**config.mk**
```make
export PLATFORM = sky130hd
export DESIGN_NAME = i2s_tx
export DESIGN_NICKNAME = d
export VERILOG_FILES = /design/src/hw/i2s_pkg.sv /design/src/hw/i2s_tx.sv /design/src/hw/i2s_serializer.sv /design/src/hw/i2s_channel_slot.sv /design/src/hw/i2s_sample_latch.sv /design/src/hw/i2s_bit_clock.sv
export VERILOG_INCLUDE_DIRS = /design/src /design/src/hw
export SDC_FILE = /design/constraint.sdc
export NUM_CORES = 1
export LEC_CHECK = 0
export BUFFER_PORTS_ARGS = -buffer_cell sky130_fd_sc_hd__buf_2
export CORE_UTILIZATION = 53
export DETAILED_ROUTE_END_ITERATION = 7
export PLACE_DENSITY = 0.76
export SKIP_LAST_GASP = 1
export SLEW_MARGIN = 20
export SYNTH_ARGS = -nofsm -noshare
export SYNTH_HDL_FRONTEND = slang
export SYNTH_HIERARCHICAL = 1
export SYNTH_SLANG_ARGS = --single-unit
export TNS_END_PERCENT = 10
```
**constraint.sdc**
```tcl
create_clock -name i_clk -period 3 [get_ports i_clk]
set_input_delay 0.45 -clock i_clk [delete_from_list [all_inputs] [get_ports i_clk]]
set_output_delay 0.45 -clock i_clk [all_outputs]
set_load 0.005 [all_outputs]
```
**src/hw/i2s_macros.svh**
```systemverilog
//////////////////////////////////////////////////
// i2s transmitter sizes
// sample, slot and frame widths plus the
// master clock to bit clock ratio
//////////////////////////////////////////////////

`ifndef I2S_MACROS_SVH
`define I2S_MACROS_SVH

// active bits per sample, one 16-bit word
`define I2S_SAMPLE_W 16

// bits per channel slot, active bits then zero pad
`define I2S_SLOT_W 32

// stereo frame, left then right
`define I2S_NUM_CHAN 2

// master clocks per bit period, 12.288 MHz down to 3.072 MHz
`define I2S_SCLK_DIV 4

`endif
```
**src/hw/i2s_pkg.sv**
```systemverilog
//////////////////////////////////////////////////
// i2s transmitter types
// channel select and audio sample word
//////////////////////////////////////////////////

`default_nettype none

`include "i2s_macros.svh"

package i2s_pkg;

  // slot index and lrck level, left channel while lrck is low
  typedef enum logic {
    CHAN_LEFT  = 1'b0,
    CHAN_RIGHT = 1'b1
  } chan_t;

  // two's complement pcm word
  typedef logic signed [`I2S_SAMPLE_W-1:0] sample_t;

endpackage

`default_nettype wire

```
**src/hw/i2s_tx.sv**
```systemverilog
//////////////////////////////////////////////////
// i2s audio transmitter
// 48 kHz stereo, 16 active bits in 32-bit slots,
// run from the 12.288 MHz master clock
//////////////////////////////////////////////////

`timescale 1ns/1ps
`default_nettype none

`include "i2s_macros.svh"

module i2s_tx (
  input  wire               i_clk,
  input  wire               i_rst,
  input  i2s_pkg::sample_t  i_sample_l,
  input  i2s_pkg::sample_t  i_sample_r,
  input  wire               i_sample_valid,
  output logic              o_sclk,
  output logic              o_lrck,
  output logic              o_dac,
  output logic              o_underrun
);

  import i2s_pkg::*;

  logic                     bit_en;
  logic                     frame_start;
  chan_t                    chan;
  logic                     load;
  sample_t                  slot_l;
  sample_t                  slot_r;
  sample_t                  slot_sample [`I2S_NUM_CHAN];
  logic [`I2S_NUM_CHAN-1:0] slot_msb;

  ////////////////////////////////////////////////
  // timing
  ////////////////////////////////////////////////

  i2s_bit_clock u_bit_clock (
    .i_clk         (i_clk),
    .i_rst         (i_rst),
    .o_sclk        (o_sclk),
    .o_bit_en      (bit_en),
    .o_frame_start (frame_start),
    .o_chan        (chan)
  );

  ////////////////////////////////////////////////
  // sample path
  ////////////////////////////////////////////////

  i2s_sample_latch u_sample_latch (
    .i_clk          (i_clk),
    .i_rst          (i_rst),
    .i_sample_l     (i_sample_l),
    .i_sample_r     (i_sample_r),
    .i_sample_valid (i_sample_valid),
    .i_frame_start  (frame_start),
    .o_load         (load),
    .o_slot_l       (slot_l),
    .o_slot_r       (slot_r),
    .o_underrun     (o_underrun)
  );

  // slot index follows chan_t
  assign slot_sample[CHAN_LEFT]  = slot_l;
  assign slot_sample[CHAN_RIGHT] = slot_r;

  // one shift register per channel
  for (genvar i = 0; i < `I2S_NUM_CHAN; i++) begin : g_slot
    i2s_channel_slot #(
      .CHAN (chan_t'(i))
    ) u_slot (
      .i_clk    (i_clk),
      .i_rst    (i_rst),
      .i_load   (load),
      .i_sample (slot_sample[i]),
      .i_bit_en (bit_en),
      .i_chan   (chan),
      .o_msb    (slot_msb[i])
    );
  end

  i2s_serializer u_serializer (
    .i_clk    (i_clk),
    .i_rst    (i_rst),
    .i_bit_en (bit_en),
    .i_chan   (chan),
    .i_msb    (slot_msb),
    .o_lrck   (o_lrck),
    .o_dac    (o_dac)
  );

endmodule

`default_nettype wire

```
**src/hw/i2s_serializer.sv**
```systemverilog
//////////////////////////////////////////////////
// i2s serializer
// drives lrck and the data pin, data trailing
// lrck by one bit period
//////////////////////////////////////////////////

`timescale 1ns/1ps
`default_nettype none

`include "i2s_macros.svh"

module i2s_serializer (
  input  wire                      i_clk,
  input  wire                      i_rst,
  input  wire                      i_bit_en,
  input  i2s_pkg::chan_t           i_chan,
  input  wire [`I2S_NUM_CHAN-1:0]  i_msb,
  output logic                     o_lrck,
  output logic                     o_dac
);

  import i2s_pkg::*;

  // channel of the bit period in progress, also the lrck level
  chan_t chan_q;

  always_ff @(posedge i_clk) begin
    if (i_rst) begin
      chan_q <= CHAN_LEFT;
      o_dac  <= 1'b0;
    end else if (i_bit_en) begin
      // bit from the channel that owned the period just ended
      o_dac  <= i_msb[chan_q];
      chan_q <= i_chan;
    end
  end

  // low for left
  assign o_lrck = chan_q;

endmodule

`default_nettype wire

```
**src/hw/i2s_channel_slot.sv**
```systemverilog
//////////////////////////////////////////////////
// i2s channel slot
// 32-bit shift register for one channel, sample in
// the upper half and zero pad below
//////////////////////////////////////////////////

`timescale 1ns/1ps
`default_nettype none

`include "i2s_macros.svh"

module i2s_channel_slot #(
  parameter i2s_pkg::chan_t CHAN = i2s_pkg::CHAN_LEFT
) (
  input  wire               i_clk,
  input  wire               i_rst,
  input  wire               i_load,
  input  i2s_pkg::sample_t  i_sample,
  input  wire               i_bit_en,
  input  i2s_pkg::chan_t    i_chan,
  output logic              o_msb
);

  import i2s_pkg::*;

  localparam int PAD_W = `I2S_SLOT_W - `I2S_SAMPLE_W;

  logic [`I2S_SLOT_W-1:0] shreg;
  // this channel owns the bit period now ending
  logic                   own_q;

  always_ff @(posedge i_clk) begin
    if (i_rst) begin
      own_q <= 1'b0;
      shreg <= '0;
    end else begin
      if (i_bit_en) begin
        own_q <= (i_chan == CHAN);
      end
      // load wins over the shift on frame start
      if (i_load) begin
        shreg <= {i_sample, {PAD_W{1'b0}}};
      end else if (i_bit_en && own_q) begin
        // serializer takes the msb on this same edge
        shreg <= {shreg[`I2S_SLOT_W-2:0], 1'b0};
      end
    end
  end

  assign o_msb = shreg[`I2S_SLOT_W-1];

endmodule

`default_nettype wire

```
**src/hw/i2s_sample_latch.sv**
```systemverilog
//////////////////////////////////////////////////
// i2s sample latch
// holds the newest stereo sample until frame start
// and flags an underrun when none arrived
//////////////////////////////////////////////////

`timescale 1ns/1ps
`default_nettype none

module i2s_sample_latch (
  input  wire               i_clk,
  input  wire               i_rst,
  input  i2s_pkg::sample_t  i_sample_l,
  input  i2s_pkg::sample_t  i_sample_r,
  input  wire               i_sample_valid,
  input  wire               i_frame_start,
  output logic              o_load,
  output i2s_pkg::sample_t  o_slot_l,
  output i2s_pkg::sample_t  o_slot_r,
  output logic              o_underrun
);

  import i2s_pkg::*;

  // pending pair, later strobes overwrite
  sample_t pend_l;
  sample_t pend_r;
  logic    pend_valid;

  always_ff @(posedge i_clk) begin
    if (i_rst) begin
      pend_valid <= 1'b0;
    end else if (i_sample_valid) begin
      // strobe on frame start belongs to the next frame
      pend_valid <= 1'b1;
    end else if (i_frame_start) begin
      pend_valid <= 1'b0;
    end
  end

  always_ff @(posedge i_clk) begin
    if (i_sample_valid) begin
      pend_l <= i_sample_l;
      pend_r <= i_sample_r;
    end
  end

  // slots load together with frame start
  assign o_load     = i_frame_start;
  // silence when nothing is pending
  assign o_slot_l   = pend_valid ? pend_l : '0;
  assign o_slot_r   = pend_valid ? pend_r : '0;
  assign o_underrun = i_frame_start && !pend_valid;

endmodule

`default_nettype wire

```
**src/hw/i2s_bit_clock.sv**
```systemverilog
//////////////////////////////////////////////////
// i2s bit clock and frame timing
// divides the master clock into the bit clock and
// counts 64 bit periods per stereo frame
//////////////////////////////////////////////////

`timescale 1ns/1ps
`default_nettype none

`include "i2s_macros.svh"

module i2s_bit_clock (
  input  wire             i_clk,
  input  wire             i_rst,
  output logic            o_sclk,
  output logic            o_bit_en,
  output logic            o_frame_start,
  output i2s_pkg::chan_t  o_chan
);

  import i2s_pkg::*;

  localparam int DIV_W     = $clog2(`I2S_SCLK_DIV);
  localparam int FRAME_LEN = `I2S_SLOT_W * `I2S_NUM_CHAN;
  localparam int CNT_W     = $clog2(FRAME_LEN);

  // master clock phase within one bit period
  logic [DIV_W-1:0] div_cnt;
  // bit period index within the frame, wraps at 64
  logic [CNT_W-1:0] bit_cnt;

  always_ff @(posedge i_clk) begin
    if (i_rst) begin
      div_cnt <= '0;
      bit_cnt <= '0;
    end else begin
      if (div_cnt == DIV_W'(`I2S_SCLK_DIV - 1)) begin
        div_cnt <= '0;
      end else begin
        div_cnt <= div_cnt + 1'b1;
      end
      // advance once per bit period
      if (o_bit_en) begin
        bit_cnt <= bit_cnt + 1'b1;
      end
    end
  end

  // low for phases 0..1, high for 2..3
  assign o_sclk        = div_cnt[DIV_W-1];
  // last high phase, sclk falls at the end of this cycle
  assign o_bit_en      = (div_cnt == DIV_W'(`I2S_SCLK_DIV - 1));
  // bit_en that begins bit 0
  assign o_frame_start = o_bit_en && (bit_cnt == '0);
  // bits 0..31 left, 32..63 right
  assign o_chan        = chan_t'(bit_cnt[CNT_W-1]);

endmodule

`default_nettype wire

```
# After elaboration in Yosys (flattened, before gate mapping)
# Index checks and enable logic that the tools add are counted.
[classes] div_mod_pow=0 reduce_logical=10 bitwise=1 shifts=0 mux=10 magnitude_cmp=1 n_mul=0 addsub=2 n_eq_ne=1
[ops] operator="2-to-1 mux 32 bit" count=4
[ops] operator="2-to-1 mux 16 bit" count=2
[ops] operator="adder 6 x 1 -> 6 bit (second input constant)" count=1
[ops] operator="logical NOT 6 bit" count=1
[ops] operator="nonzero test 2 bit" count=3
[ops] operator="logical AND 1 bit" count=4
[ops] operator="2-to-1 mux 1 bit" count=4
[ops] operator="adder 2 x 1 -> 2 bit (second input constant)" count=1
[ops] operator="== test 2 bit (second input constant)" count=1
[ops] operator="less-than comparator 1 x 2 -> 1 bit (second input constant)" count=1
[ops] operator="OR reduction 2 bit" count=1
[ops] operator="logical NOT 1 bit" count=1
[ops] operator="inverter 1 bit" count=1
[totals] ff_bits=76 ram_bits=0 input_bits=35 mem_bits_ro=0 memories=0 latch_bits=0

# Depth between registers and ports, before layout
# Gate-level depths: netlist (run 1).
[depth] word_depth=4 mapped_depth=9 ltp_nobuf=6

# Modules after synthesis
# The synthesis (run 1) kept the hierarchy.
[modules_own_cells] module="i2s_sample_latch" cells_per_inst=73 area_per_inst_um2=1267.5 instances=1
[modules_own_cells] module="i2s_channel_slot at g_slot[0].u_slot" cells_per_inst=92 area_per_inst_um2=874.6 instances=1
[modules_own_cells] module="i2s_channel_slot at g_slot[1].u_slot" cells_per_inst=92 area_per_inst_um2=865.8 instances=1
[modules_own_cells] module="i2s_bit_clock" cells_per_inst=36 area_per_inst_um2=361.6 instances=1
[modules_own_cells] module="i2s_serializer" cells_per_inst=7 area_per_inst_um2=80.1 instances=1

# Worst setup path before layout (run 1)
# OpenSTA, ideal clock, no wires.
[synth_timing] kind="register -> register" startpoint="reg u_bit_clock.bit_cnt[0]" endpoint="reg g_slot[1].u_slot.shreg[23]" synth_period_minus_slack_ns=2.025 n_path_buf=3 slack_ns=0.975 required_ns=2.897 path_stages_with_launch=10 arrival_time_ns=1.921 path_cell_list="dfxtp_1 > inv_1 > ha_1 > or4b_1 > nor3b_2 > buf_4 > buf_4 > buf_4 > nor2_1 > a2111oi_2"
[synth_between] elab_chain_cells=3 word_cells_on_any_way=4
[synth_rtl] element="start: declaration" line="i2s_bit_clock.sv:30" source="logic [CNT_W-1:0] bit_cnt;"
[synth_rtl] element="start signal: assignment" line="i2s_bit_clock.sv:44" source="bit_cnt <= bit_cnt + 1'b1;"
[synth_rtl] element="logical NOT 6 bit (*)" line="i2s_bit_clock.sv:54" source="assign o_frame_start = o_bit_en && (bit_cnt == '0);"
[synth_rtl] element="logical AND 1 bit (*)" line="i2s_bit_clock.sv:54"
[synth_rtl] element="named net frame_start" line="i2s_tx.sv:27" source="logic frame_start;"
[synth_rtl] element="2-to-1 mux 32 bit / nonzero test 2 bit (equally long branches)"
[synth_rtl] element="end signal: assignment" line="i2s_channel_slot.sv:42" source="shreg <= {i_sample, {PAD_W{1'b0}}};"
[synth_rtl] element="end signal: assignment" line="i2s_channel_slot.sv:45" source="shreg <= {shreg[`I2S_SLOT_W-2:0], 1'b0};"
[synth_rtl] element="end: declaration" line="i2s_channel_slot.sv:28" source="logic [`I2S_SLOT_W-1:0] shreg;"
# The timed path passes the listed nets; every way through them passes the cells marked *.
# A chain may end at the register's enable or synchronous reset.

# Worst setup path in the final report (run 1)
[layout_timing] startpoint="reg u_bit_clock.bit_cnt[0]" endpoint="out o_underrun"
[layout_between] elab_chain_cells=3
[layout_rtl] element="logical NOT 6 bit" line="i2s_bit_clock.sv:54"
[layout_rtl] element="logical AND 1 bit" line="i2s_bit_clock.sv:54"
[layout_rtl] element="named net frame_start" line="i2s_tx.sv:27"
[layout_rtl] element="logical AND 1 bit" line="i2s_sample_latch.sv:53" source="assign o_underrun = i_frame_start && !pend_valid;"
[layout_rtl] element="end: declaration" line="i2s_tx.sv:21" source="output logic o_underrun"
# The timed path passes the listed nets, and every way through them passes these cells.

==> qor.txt, run 1 <==
Number of global-route vias before repair = 1844
Area grow syn2layout = 10.1%
Layout cells sized above 1 = 33.9%
HP Class = in -> reg
CP Cell Sequence = inv_1, ha_1, or4b_1, nor3b_4, buf_12, and2b_2, buf_2
Leakage power = 1.43 nW
Post-DP HPWL = 3410 um
Row cnt = 29
Avg WL per Cell = 13.2 um
Kind of critical path = reg -> out
Area of the multi-input gates = 1400 um2
Synth warnings = 6
Initial Util = 54.6%
Root Driver = clkbuf_8
Initial DRC count = 121
I/O pins = 39
CTS tree = yes
NetSw = 0.482 mW
Core area = 6310 um2
Max Fanout on Critical Path = 96
H-Tree Depth = 3
Fin cells = 413
Final Hold Vio Count = 0
Worst-Skew Late Latency = 340 ps
Combinational power share = 10.3%
Slew headroom = 48.4%
WHS Path Cells = 1
WP buf/inv = 3
Crit. path cell count = 7
Fin crit period = 2730 ps
CP top delay family = simple AND/OR/NAND/NOR gates
First-pass GRT wire length = 8670 um
Syn avg cell area = 11.5 um2
Leading area contributor after synthesis = edfxtp_1
Critical path's largest stage delay = 480 ps
Slowest CP cell = or4b_1
Fmax = 366 MHz
Cts hold-fix bufs = 0
Register share of total power = 57.1%
Max VDD drop = 0.000361 V
Internal power = 1.62 mW
WP data arrival = 2280 ps
Chip Height = 82.7 um
TNS Setup = 0 ps
Register area share after synthesis = 54.0%
Initial antenna violation count = 0
Die area = 6840 um2
CP Launch Type = register
Dominant synthesized flop cell = dfxtp_1
Vias per cell = 5.21
TritonCTS Buffers = 9
Vias = 2150
Largest cells by area after synthesis = edfxtp_1, dfxtp_1, a2111oi_2, and2_2, nor2b_1
Synth Register Bits = 77
WP data required = 2550 ps
Syn_nets = 338
Worst-path clk slew = 80 ps
Seq. cell area = 1860 um2
Final nets = 369
Status = finished, final reports clean
Postcts setup bufs = 0
Period utilisation layout = 91.0%
Post-DRT Antenna Nets = 0
Clock skew = 11.5 ps
Drt drc = 0
Die Wd = 82.7 um
Syn Std Cell Area = 3450 um2
Final setup vio count = 0
Buffers on Ports = 38
GPL Wtd Cong = 0.670
R2R cell count = 7
Post-CTS sizing = 0
Post-synth cell types = 33
PwrDens = 553 nW/um2
Clk buf depth = 2
Nature of the critical path endpoint = primary output
Placed cells = 397
Max_cap viols = 0
Placed standard-cell area = 3630 um2
Largest net degree at the start of global routing = 97
Post-synth top area share = 27.9%
Async set-or-reset flop fraction in the synthesized netlist = 0%
Clock power frac = 32.6%
Total Routing Usage GR = 17.2%
Clk sinks = 77
Count of flip-flops with a built-in enable after synthesis = 32
Filler cells = 552
Synth Instances = 300
Total grt overflow = 0
Final WL = 5450 um
Antenna cells = 0
Slew Viols, Final = 0
Final Cell Area = 3800 um2
Net Sw Frac = 22.9%
Pre-antenna DRT Iters = 4
RSZ-0062 raised after global routing = false
Slew at the pin closest to its max-slew limit = 775 ps
==> area by class of cell <==
type                            instances  share of cell area (%)
Clock buffer                           14                    4.28
Multi-Input combinational cell        194                    36.9
Tap cell                               77                    2.54
Sequential cell                        77                    49.0
Timing Repair Buffer                   44                    6.52
Inverter                                5                   0.494
Clock inverter                          2                   0.264
==> power groups by stage <==
stage / clock, mW / combinational [mW] / sequential [mW]
after floorplan: 0 / 0.175 / 1.21
after global placement: 0 / 0.212 / 1.22
after detailed placement: 0 / 0.220 / 1.22
after CTS: 0.704 / 0.220 / 1.20
after global routing: 0.756 / 0.240 / 1.21
final: 0.685 / 0.217 / 1.20
==> cells in the mapped netlist, types with 2 or more instances <==
| cell type | n |
|---|---|
| inv_1 | 5 |
| xor2_1 | 3 |
| nand2_1 | 6 |
| nor3_1 | 31 |
| ha_1 | 3 |
| nor2b_1 | 28 |
| a21oi_1 | 4 |
| nand3b_1 | 2 |
| clkbuf_1 | 2 |
| nor2_1 | 37 |
| buf_2 | 7 |
| buf_6 | 5 |
| buf_4 | 6 |
| and2_2 | 32 |
| dfxtp_1 | 45 |
| a211oi_1 | 3 |
| mux2i_1 | 4 |
| edfxtp_1 | 32 |
| a2111oi_2 | 21 |
| a2111oi_1 | 9 |
| clkbuf_2 | 3 |
==> kinds of logic (layout without fill, tap and decap cells) <==
family	after synthesis	in the layout	share of synthesized area, %
muxes	4	4	1.16
adders and majority gates	3	3	1.09
buffers and inverters	29	65	5.59
and+or+nand+nor	144	144	23.7
DFF	77	77	54.0
AOI/OAI and AO/OA	39	39	13.5
xor gates and xnor gates	4	4	1.02
==> stage by stage <==
stage | hold slack, ps | total power [mW] | setup WS [ps] | util, %
floorplan | 402 | 1.39 | 975 | -
global placement | 410 | 1.43 | 694 | 57.4
detailed placement | 423 | 1.44 | 645 | 57.4
CTS | 262 | 2.12 | 264 | 60.2
global route | 260 | 2.21 | 165 | 60.2
finish | 277 | 2.10 | 271 | 60.2
==> worst paths after layout <==
path | from | end | slack, ps
worst min-delay path | i_sample_r[6] | u_sample_latch/pend_r[6]$_DFFE_PP_ | 280
worst max register to register | u_bit_clock/bit_cnt[0]$_SDFFE_PP0P_ | g_slot[0].u_slot/shreg[29]$_SDFFE_PP0P_ | 750
worst max-delay path | u_bit_clock/bit_cnt[0]$_SDFFE_PP0P_ | o_underrun | 270
worst min register to register | u_bit_clock/div_cnt[0]$_SDFF_PP0_ | u_bit_clock/div_cnt[0]$_SDFF_PP0_ | 430
==> layout by cell type, fill, tap and decap left out, types with 2 or more instances in the layout <==
| cell type | count |
|---|---|
| clkbuf_1 | 3 |
| dfxtp_1 | 45 |
| a21oi_1 | 4 |
| xor2_1 | 3 |
| a211oi_1 | 3 |
| nor2b_1 | 28 |
| inv_1 | 5 |
| buf_4 | 5 |
| edfxtp_1 | 32 |
| nand2_1 | 6 |
| nor3_1 | 31 |
| nand3b_1 | 2 |
| clkbuf_8 | 11 |
| nor2_1 | 37 |
| ha_1 | 3 |
| a2111oi_2 | 21 |
| mux2i_1 | 4 |
| and2_2 | 32 |
| clkinv_2 | 2 |
| buf_2 | 38 |
| a2111oi_1 | 9 |
==> registers in the layout, summed over array words and instances (netlist names) <==
| name | count |
|---|---|
| g_slot.u_slot/shreg | 32 |
| u_sample_latch/pend_r | 16 |
| u_bit_clock/div_cnt | 2 |
| u_serializer/o_dac | 1 |
| u_sample_latch/pend_valid | 1 |
| g_slot.u_slot/own_q | 2 |
| u_sample_latch/pend_l | 16 |
| u_bit_clock/bit_cnt | 6 |
| u_serializer/o_lrck | 1 |
==> metal layers <==
metal | wire, um | GRT usage [%]
met4 | 100 | 9.31
met3 | 149 | 3.63
met1 | 2730 | 21.9
met2 | 2470 | 27.3
met5 | 0 | 0
No activity file was read; power rests on OpenSTA's default activity.
==> run 2, diff against run 1 <==
--- a/config.mk
+++ b/config.mk
@@ -9,6 +9,7 @@
 export BUFFER_PORTS_ARGS = -buffer_cell sky130_fd_sc_hd__buf_2
 export CORE_UTILIZATION = 53
 export DETAILED_ROUTE_END_ITERATION = 7
+export MAX_ROUTING_LAYER = met4
 export PLACE_DENSITY = 0.76
 export SKIP_LAST_GASP = 1
 export SLEW_MARGIN = 20
==> qor.txt, run 2 (synthesis results as in run 1) <==
Status = finished, final reports clean
First-pass GRT wire length = 8670 um (unchanged)
Chip Height = 82.7 um (unchanged)
WP buf/inv = 3 (unchanged)
Post-DP HPWL = 3410 um (unchanged)
Slew headroom = 48.4% (about the same)
Layout cells sized above 1 = 33.9% (unchanged)
Post-CTS sizing = 0 (unchanged)
HP Class = in -> reg
Fmax = 366 MHz (about the same)
Number of global-route vias before repair = 1841 (-0.16%)
Die area = 6840 um2 (unchanged)
Final WL = 5450 um (about the same)
Top reg by flops = g_slot.u_slot/shreg
Vias per cell = 5.21 (about the same)
Drt drc = 0 (unchanged)
Fin crit period = 2730 ps (+1.06 ps)
Nature of the critical path endpoint = primary output
Worst Hold Path EP = u_sample_latch/pend_r[6]$_DFFE_PP_
Critical path's largest stage delay = 480 ps (about the same)
Antenna cells = 0 (unchanged)
H-Tree Depth = 3 (unchanged)
Die Wd = 82.7 um (unchanged)
Area grow syn2layout = 10.1% (unchanged)
Final Hold Vio Count = 0 (unchanged)
Total Routing Usage GR = 17.7% (+0.50 points)
Avg WL per Cell = 13.2 um (about the same)
Initial DRC count = 121 (unchanged)
Max reg flops = 32 (unchanged)
WP data arrival = 2280 ps (about the same)
Most common cell after layout, fill and taps aside = dfxtp_1
Cts hold-fix bufs = 0 (unchanged)
Slew Viols, Final = 0 (unchanged)
Max VDD drop = 0.000361 V (about the same)
CP top delay family = simple AND/OR/NAND/NOR gates
CP Cell Sequence = inv_1, ha_1, or4b_1, nor3b_4, buf_12, and2b_2, buf_2
TNS Setup = 0 ps (unchanged)
Kind of critical path = reg -> out
Core area = 6310 um2 (unchanged)
Final setup vio count = 0 (unchanged)
CTS tree = yes
Max Fanout on Critical Path = 96 (unchanged)
Clock skew = 11.5 ps (-0.0192 ps)
Slew at the pin closest to its max-slew limit = 775 ps (+0.00280 ps)
Total grt overflow = 0 (unchanged)
Buffers on Ports = 38 (unchanged)
Most frequent cells in the layout = dfxtp_1, buf_2, nor2_1
R2R Setup Slk = 750 ps (about the same)
Postcts setup bufs = 0 (unchanged)
Root Driver = clkbuf_8
Slowest CP cell = or4b_1
Filler cells = 552 (unchanged)
WP data required = 2550 ps (about the same)
Post-DRT Antenna Nets = 0 (unchanged)
Clk sinks = 77 (unchanged)
WHS Path Cells = 1 (unchanged)
Period utilisation layout = 91.0% (about the same)
Pre-antenna DRT Iters = 4 (unchanged)
R2R cell count = 7 (unchanged)
Worst setup path startpoint = u_bit_clock/bit_cnt[0]$_SDFFE_PP0P_
TritonCTS Buffers = 9 (unchanged)
GPL Wtd Cong = 0.677 (+0.97%)
FF-to-FF Start = u_bit_clock/bit_cnt[0]$_SDFFE_PP0P_
Worst-Skew Late Latency = 340 ps (about the same)
Row cnt = 29 (unchanged)
Final nets = 369 (unchanged)
Clk buf depth = 2 (unchanged)
CP Launch Type = register
Biggest regs = g_slot.u_slot/shreg: 32 flops, u_sample_latch/pend_l: 16 flops, u_sample_latch/pend_r: 16 flops
Final Cell Area = 3800 um2 (unchanged)
Final Util = 60.2% (unchanged)
Initial Util = 54.6% (unchanged)
RSZ-0062 raised after global routing = false
Placed standard-cell area = 3630 um2 (unchanged)
Leakage power = 1.43 nW (unchanged)
Worst R2R End = g_slot[0].u_slot/shreg[29]$_SDFFE_PP0P_
Min-delay src = i_sample_r[6]
Initial antenna violation count = 0 (unchanged)
Largest net degree at the start of global routing = 97 (unchanged)
PwrDens = 553 nW/um2 (about the same)
I/O pins = 39 (unchanged)
Worst-path clk slew = 80 ps (about the same)
Vias = 2152 (+0.093%)
Max_cap viols = 0 (unchanged)
run 2: worst max path at each step:
stage / cells after the start / end / slack (ps)
floorplan: 9 / g_slot[1].u_slot/shreg[23]$_SDFFE_PP0P_ / 980
global placement: 7 / o_underrun / 690
detailed placement: 7 / o_underrun / 650
CTS: 7 / o_underrun / 260
global route: 7 / o_underrun / 160
finish: 7 / o_underrun / 270
run 2: cell type report:
cell class	count	area, um2	area share, %
Timing Repair Buffer	44	248	6.52
Tap cell	77	96.3	2.54
Clock buffer	14	163	4.28
Sequential cell	77	1860	49.0
Clock inverter	2	10.0	0.264
Inverter	5	18.8	0.494
Multi-Input combinational cell	194	1400	36.9
run 2: report_power, final:
part | switching [mW] | internal, mW
Combinational | 0.109 | 0.109
Sequential | 0.0326 | 1.17
Clock | 0.341 | 0.344
Total | 0.482 | 1.62
run 2: routing by layer:
layer,wire length [um],share of wire (%),track usage (%),vias to the layer above
li1,-,-,-,1133
met1,2730,50,21.9,983
met2,2470,45,27.3,26
met3,155,2.8,3.63,10
met4,95,1.7,9.31,0
met5,0,0,-,-
run 2: stage by stage:
step	setup slack, ps	hold slack [ps]	total power, mW	instances
after floorplan	975	402	1.39	300
after global placement	694	410	1.43	397
after detailed placement	645	423	1.44	397
after CTS	264	262	2.12	413
after global routing	165	260	2.21	413
final	270	276	2.10	413
run 2: worst reg2reg max path, delay by kind of cell, from the launching register on:
family          cells  cell delay, ps
fa+ha+maj           1             140
compound gates      1             410
buf+inv             2             410
simple gates        3             800
flops               1             360
==> run 3, diff against run 2 <==
==> constraint.sdc (replaced) <==
create_clock -name i_clk -period 2.9 [get_ports i_clk]
set_input_delay 0.435 -clock i_clk [delete_from_list [all_inputs] [get_ports i_clk]]
set_output_delay 0.435 -clock i_clk [all_outputs]
set_load 0.005 [all_outputs]
==> qor.txt, run 3 (synthesis results as in run 1) <==
Status = finished, final reports clean
CP top delay family = simple AND/OR/NAND/NOR gates
Register share of total power = 55.8% (-1.3 points)
Area grow syn2layout = 10.4%
I/O pins = 39 (unchanged)
Fin crit period = 2680 ps
Initial Util = 54.6% (unchanged)
Final Util = 60.3% (+0.16 points)
Net Sw Frac = 22.9% (-0.031 points)
Final Hold Vio Count = 0 (unchanged)
CP Cell Sequence = inv_1, ha_1, or4b_1, nor3b_4, buf_12, and2b_2, buf_2
Seq. cell area = 1860 um2 (unchanged)
Placed standard-cell area = 3630 um2 (unchanged)
Largest net degree at the start of global routing = 97 (unchanged)
Chip Height = 82.7 um (unchanged)
Clock skew = 8.47 ps (-3.04 ps)
Met3 routed WL = 126 um (-19%)
Max Fanout on Critical Path = 96 (unchanged)
Antenna cells = 0 (unchanged)
WP data required = 2470 ps (-80 ps)
Row cnt = 29 (unchanged)
Most frequent cells in the layout = dfxtp_1, buf_2, nor2_1
Slew headroom = 48.9% (+0.55 points)
Initial antenna violation count = 0 (unchanged)
WHS Path Cells = 1 (unchanged)
Final Power = 2.22 mW (+5.6%)
R2R Setup Slk = 680 ps (-70 ps)
RSZ-0062 raised after global routing = false
Initial DRC count = 85 (-30%)
Clock power frac = 34.0% (+1.4 points)
CTS tree = yes
Placed cells = 397 (unchanged)
Final Cell Area = 3810 um2 (+0.26%)
Top reg by flops = g_slot.u_slot/shreg
WP data arrival = 2250 ps (-30 ps)
Period utilisation layout = 92.5%
Layout cells sized above 1 = 33.9% (unchanged)
Die Wd = 82.7 um (unchanged)
Cts hold-fix bufs = 0 (unchanged)
H-Tree Depth = 3 (unchanged)
Max VDD drop = 0.000317 V (-12%)
Final WL = 5360 um (-1.7%)
Internal power = 1.71 mW (+5.7%)
Buffers on Ports = 38 (unchanged)
Max reg flops = 32 (unchanged)
Post-DP HPWL = 3380 um (-0.73%)
Worst-Skew Late Latency = 340 ps (about the same)
Most common cell after layout, fill and taps aside = dfxtp_1
Routed wl met2 = 2590 um (+4.9%)
First-pass GRT wire length = 8680 um (+0.16%)
Number of global-route vias before repair = 2016 (+9.5%)
Final setup vio count = 0 (unchanged)
Final nets = 369 (unchanged)
TritonCTS Buffers = 9 (unchanged)
WP buf/inv = 3 (unchanged)
Total grt overflow = 0 (unchanged)
R2R cell count = 7 (unchanged)
Post-CTS sizing = 0 (unchanged)
Pre-antenna DRT Iters = 4 (unchanged)
Biggest regs = g_slot.u_slot/shreg: 32 flops, u_sample_latch/pend_l: 16 flops, u_sample_latch/pend_r: 16 flops
FF-to-FF Start = u_bit_clock/bit_cnt[0]$_SDFFE_PP0P_
TNS Setup = 0 ps (unchanged)
GPL Wtd Cong = 0.711 (+5.1%)
Min-delay src = i_sample_r[4]
Crit. path cell count = 7 (unchanged)
Nature of the critical path endpoint = primary output
Die area = 6840 um2 (unchanged)
Root Driver = clkbuf_8
Combinational power share = 10.1% (-0.2 points)
Fin cells = 413 (unchanged)
Area of the multi-input gates = 1400 um2 (unchanged)
PwrDens = 583 nW/um2 (+5.3%)
Top routing layer used = met4
Leakage power = 1.43 nW (about the same)
Postcts setup bufs = 0 (unchanged)
Filler cells = 569 (+3.1%)
Worst Hold Path EP = u_sample_latch/pend_r[4]$_DFFE_PP_
Avg WL per Cell = 13.0 um (-1.7%)
Vias = 2179 (+1.3%)
Clk sinks = 77 (unchanged)
Kind of critical path = reg -> out
HP Class = in -> reg
Worst-path clk slew = 80 ps (about the same)
Clk buf depth = 2 (unchanged)
Met1 WL = 2530 um (-7.3%)
Vias per cell = 5.28 (+1.3%)
Critical path's largest stage delay = 480 ps (about the same)
Post-DRT Antenna Nets = 0 (unchanged)
Total Routing Usage GR = 17.7% (-0.040 points)
Drt drc = 0 (unchanged)
Slew Viols, Final = 0 (unchanged)
Fmax = 373 MHz
CP Launch Type = register
Slew at the pin closest to its max-slew limit = 766 ps (-8.20 ps)
Slowest CP cell = or4b_1
Worst R2R End = g_slot[0].u_slot/shreg[28]$_SDFFE_PP0P_
Core area = 6310 um2 (unchanged)
Max_cap viols = 0 (unchanged)
NetSw = 0.509 mW (+5.5%)
[run 3: cell types whose count changed in the layout (fill, tap and decap cells not counted), sizes merged]
cell      previous run  this run
clkinv               2         3
bufinv               0         1
clkinvlp             0         1
clkbuf              14        11
[run 3: through the flow]
step	worst slack (ps)	hold slack, ps
2_1_floorplan	875	402
3_3_place_gp	605	410
3_5_place_dp	586	422
4_1_cts	204	248
5_1_grt	76.6	245
6_report	219	262
[run 3: metal layers]
metal,up-vias,track usage (%)
li1,1132,-
met4,0,8.79
met3,11,3.96
met2,27,30.2
met1,1009,19.3
met5,-,-
[run 3: how the worst max path moves through the flow]
stage	endpoint	slack, ps	startpoint
floorplan	g_slot[1].u_slot/shreg[23]$_SDFFE_PP0P_	880	u_bit_clock/bit_cnt[0]$_SDFFE_PP0P_
global placement	o_underrun	610	u_bit_clock/bit_cnt[0]$_SDFFE_PP0P_
detailed placement	o_underrun	590	u_bit_clock/bit_cnt[0]$_SDFFE_PP0P_
CTS	o_underrun	200	u_bit_clock/bit_cnt[0]$_SDFFE_PP0P_
global route	o_underrun	80	u_bit_clock/bit_cnt[0]$_SDFFE_PP0P_
finish	o_underrun	220	u_bit_clock/bit_cnt[0]$_SDFFE_PP0P_
[run 3: power groups by stage]
stage | sequential (mW) | clock (mW) | combinational, mW
6_report | 1.24 | 0.756 | 0.225
4_1_cts | 1.24 | 0.776 | 0.228
2_1_floorplan | 1.25 | 0 | 0.181
3_3_place_gp | 1.26 | 0 | 0.220
3_5_place_dp | 1.27 | 0 | 0.227
5_1_grt | 1.25 | 0.817 | 0.251
[run 3: final cells by class]
cell class,count,area share (%)
sequential,77,48.9
clock buffer,11,3.45
tap,77,2.53
inverter,5,0.493
multi-input combinational,194,36.8
timing repair buffer,44,6.50
clock inverter,5,1.35
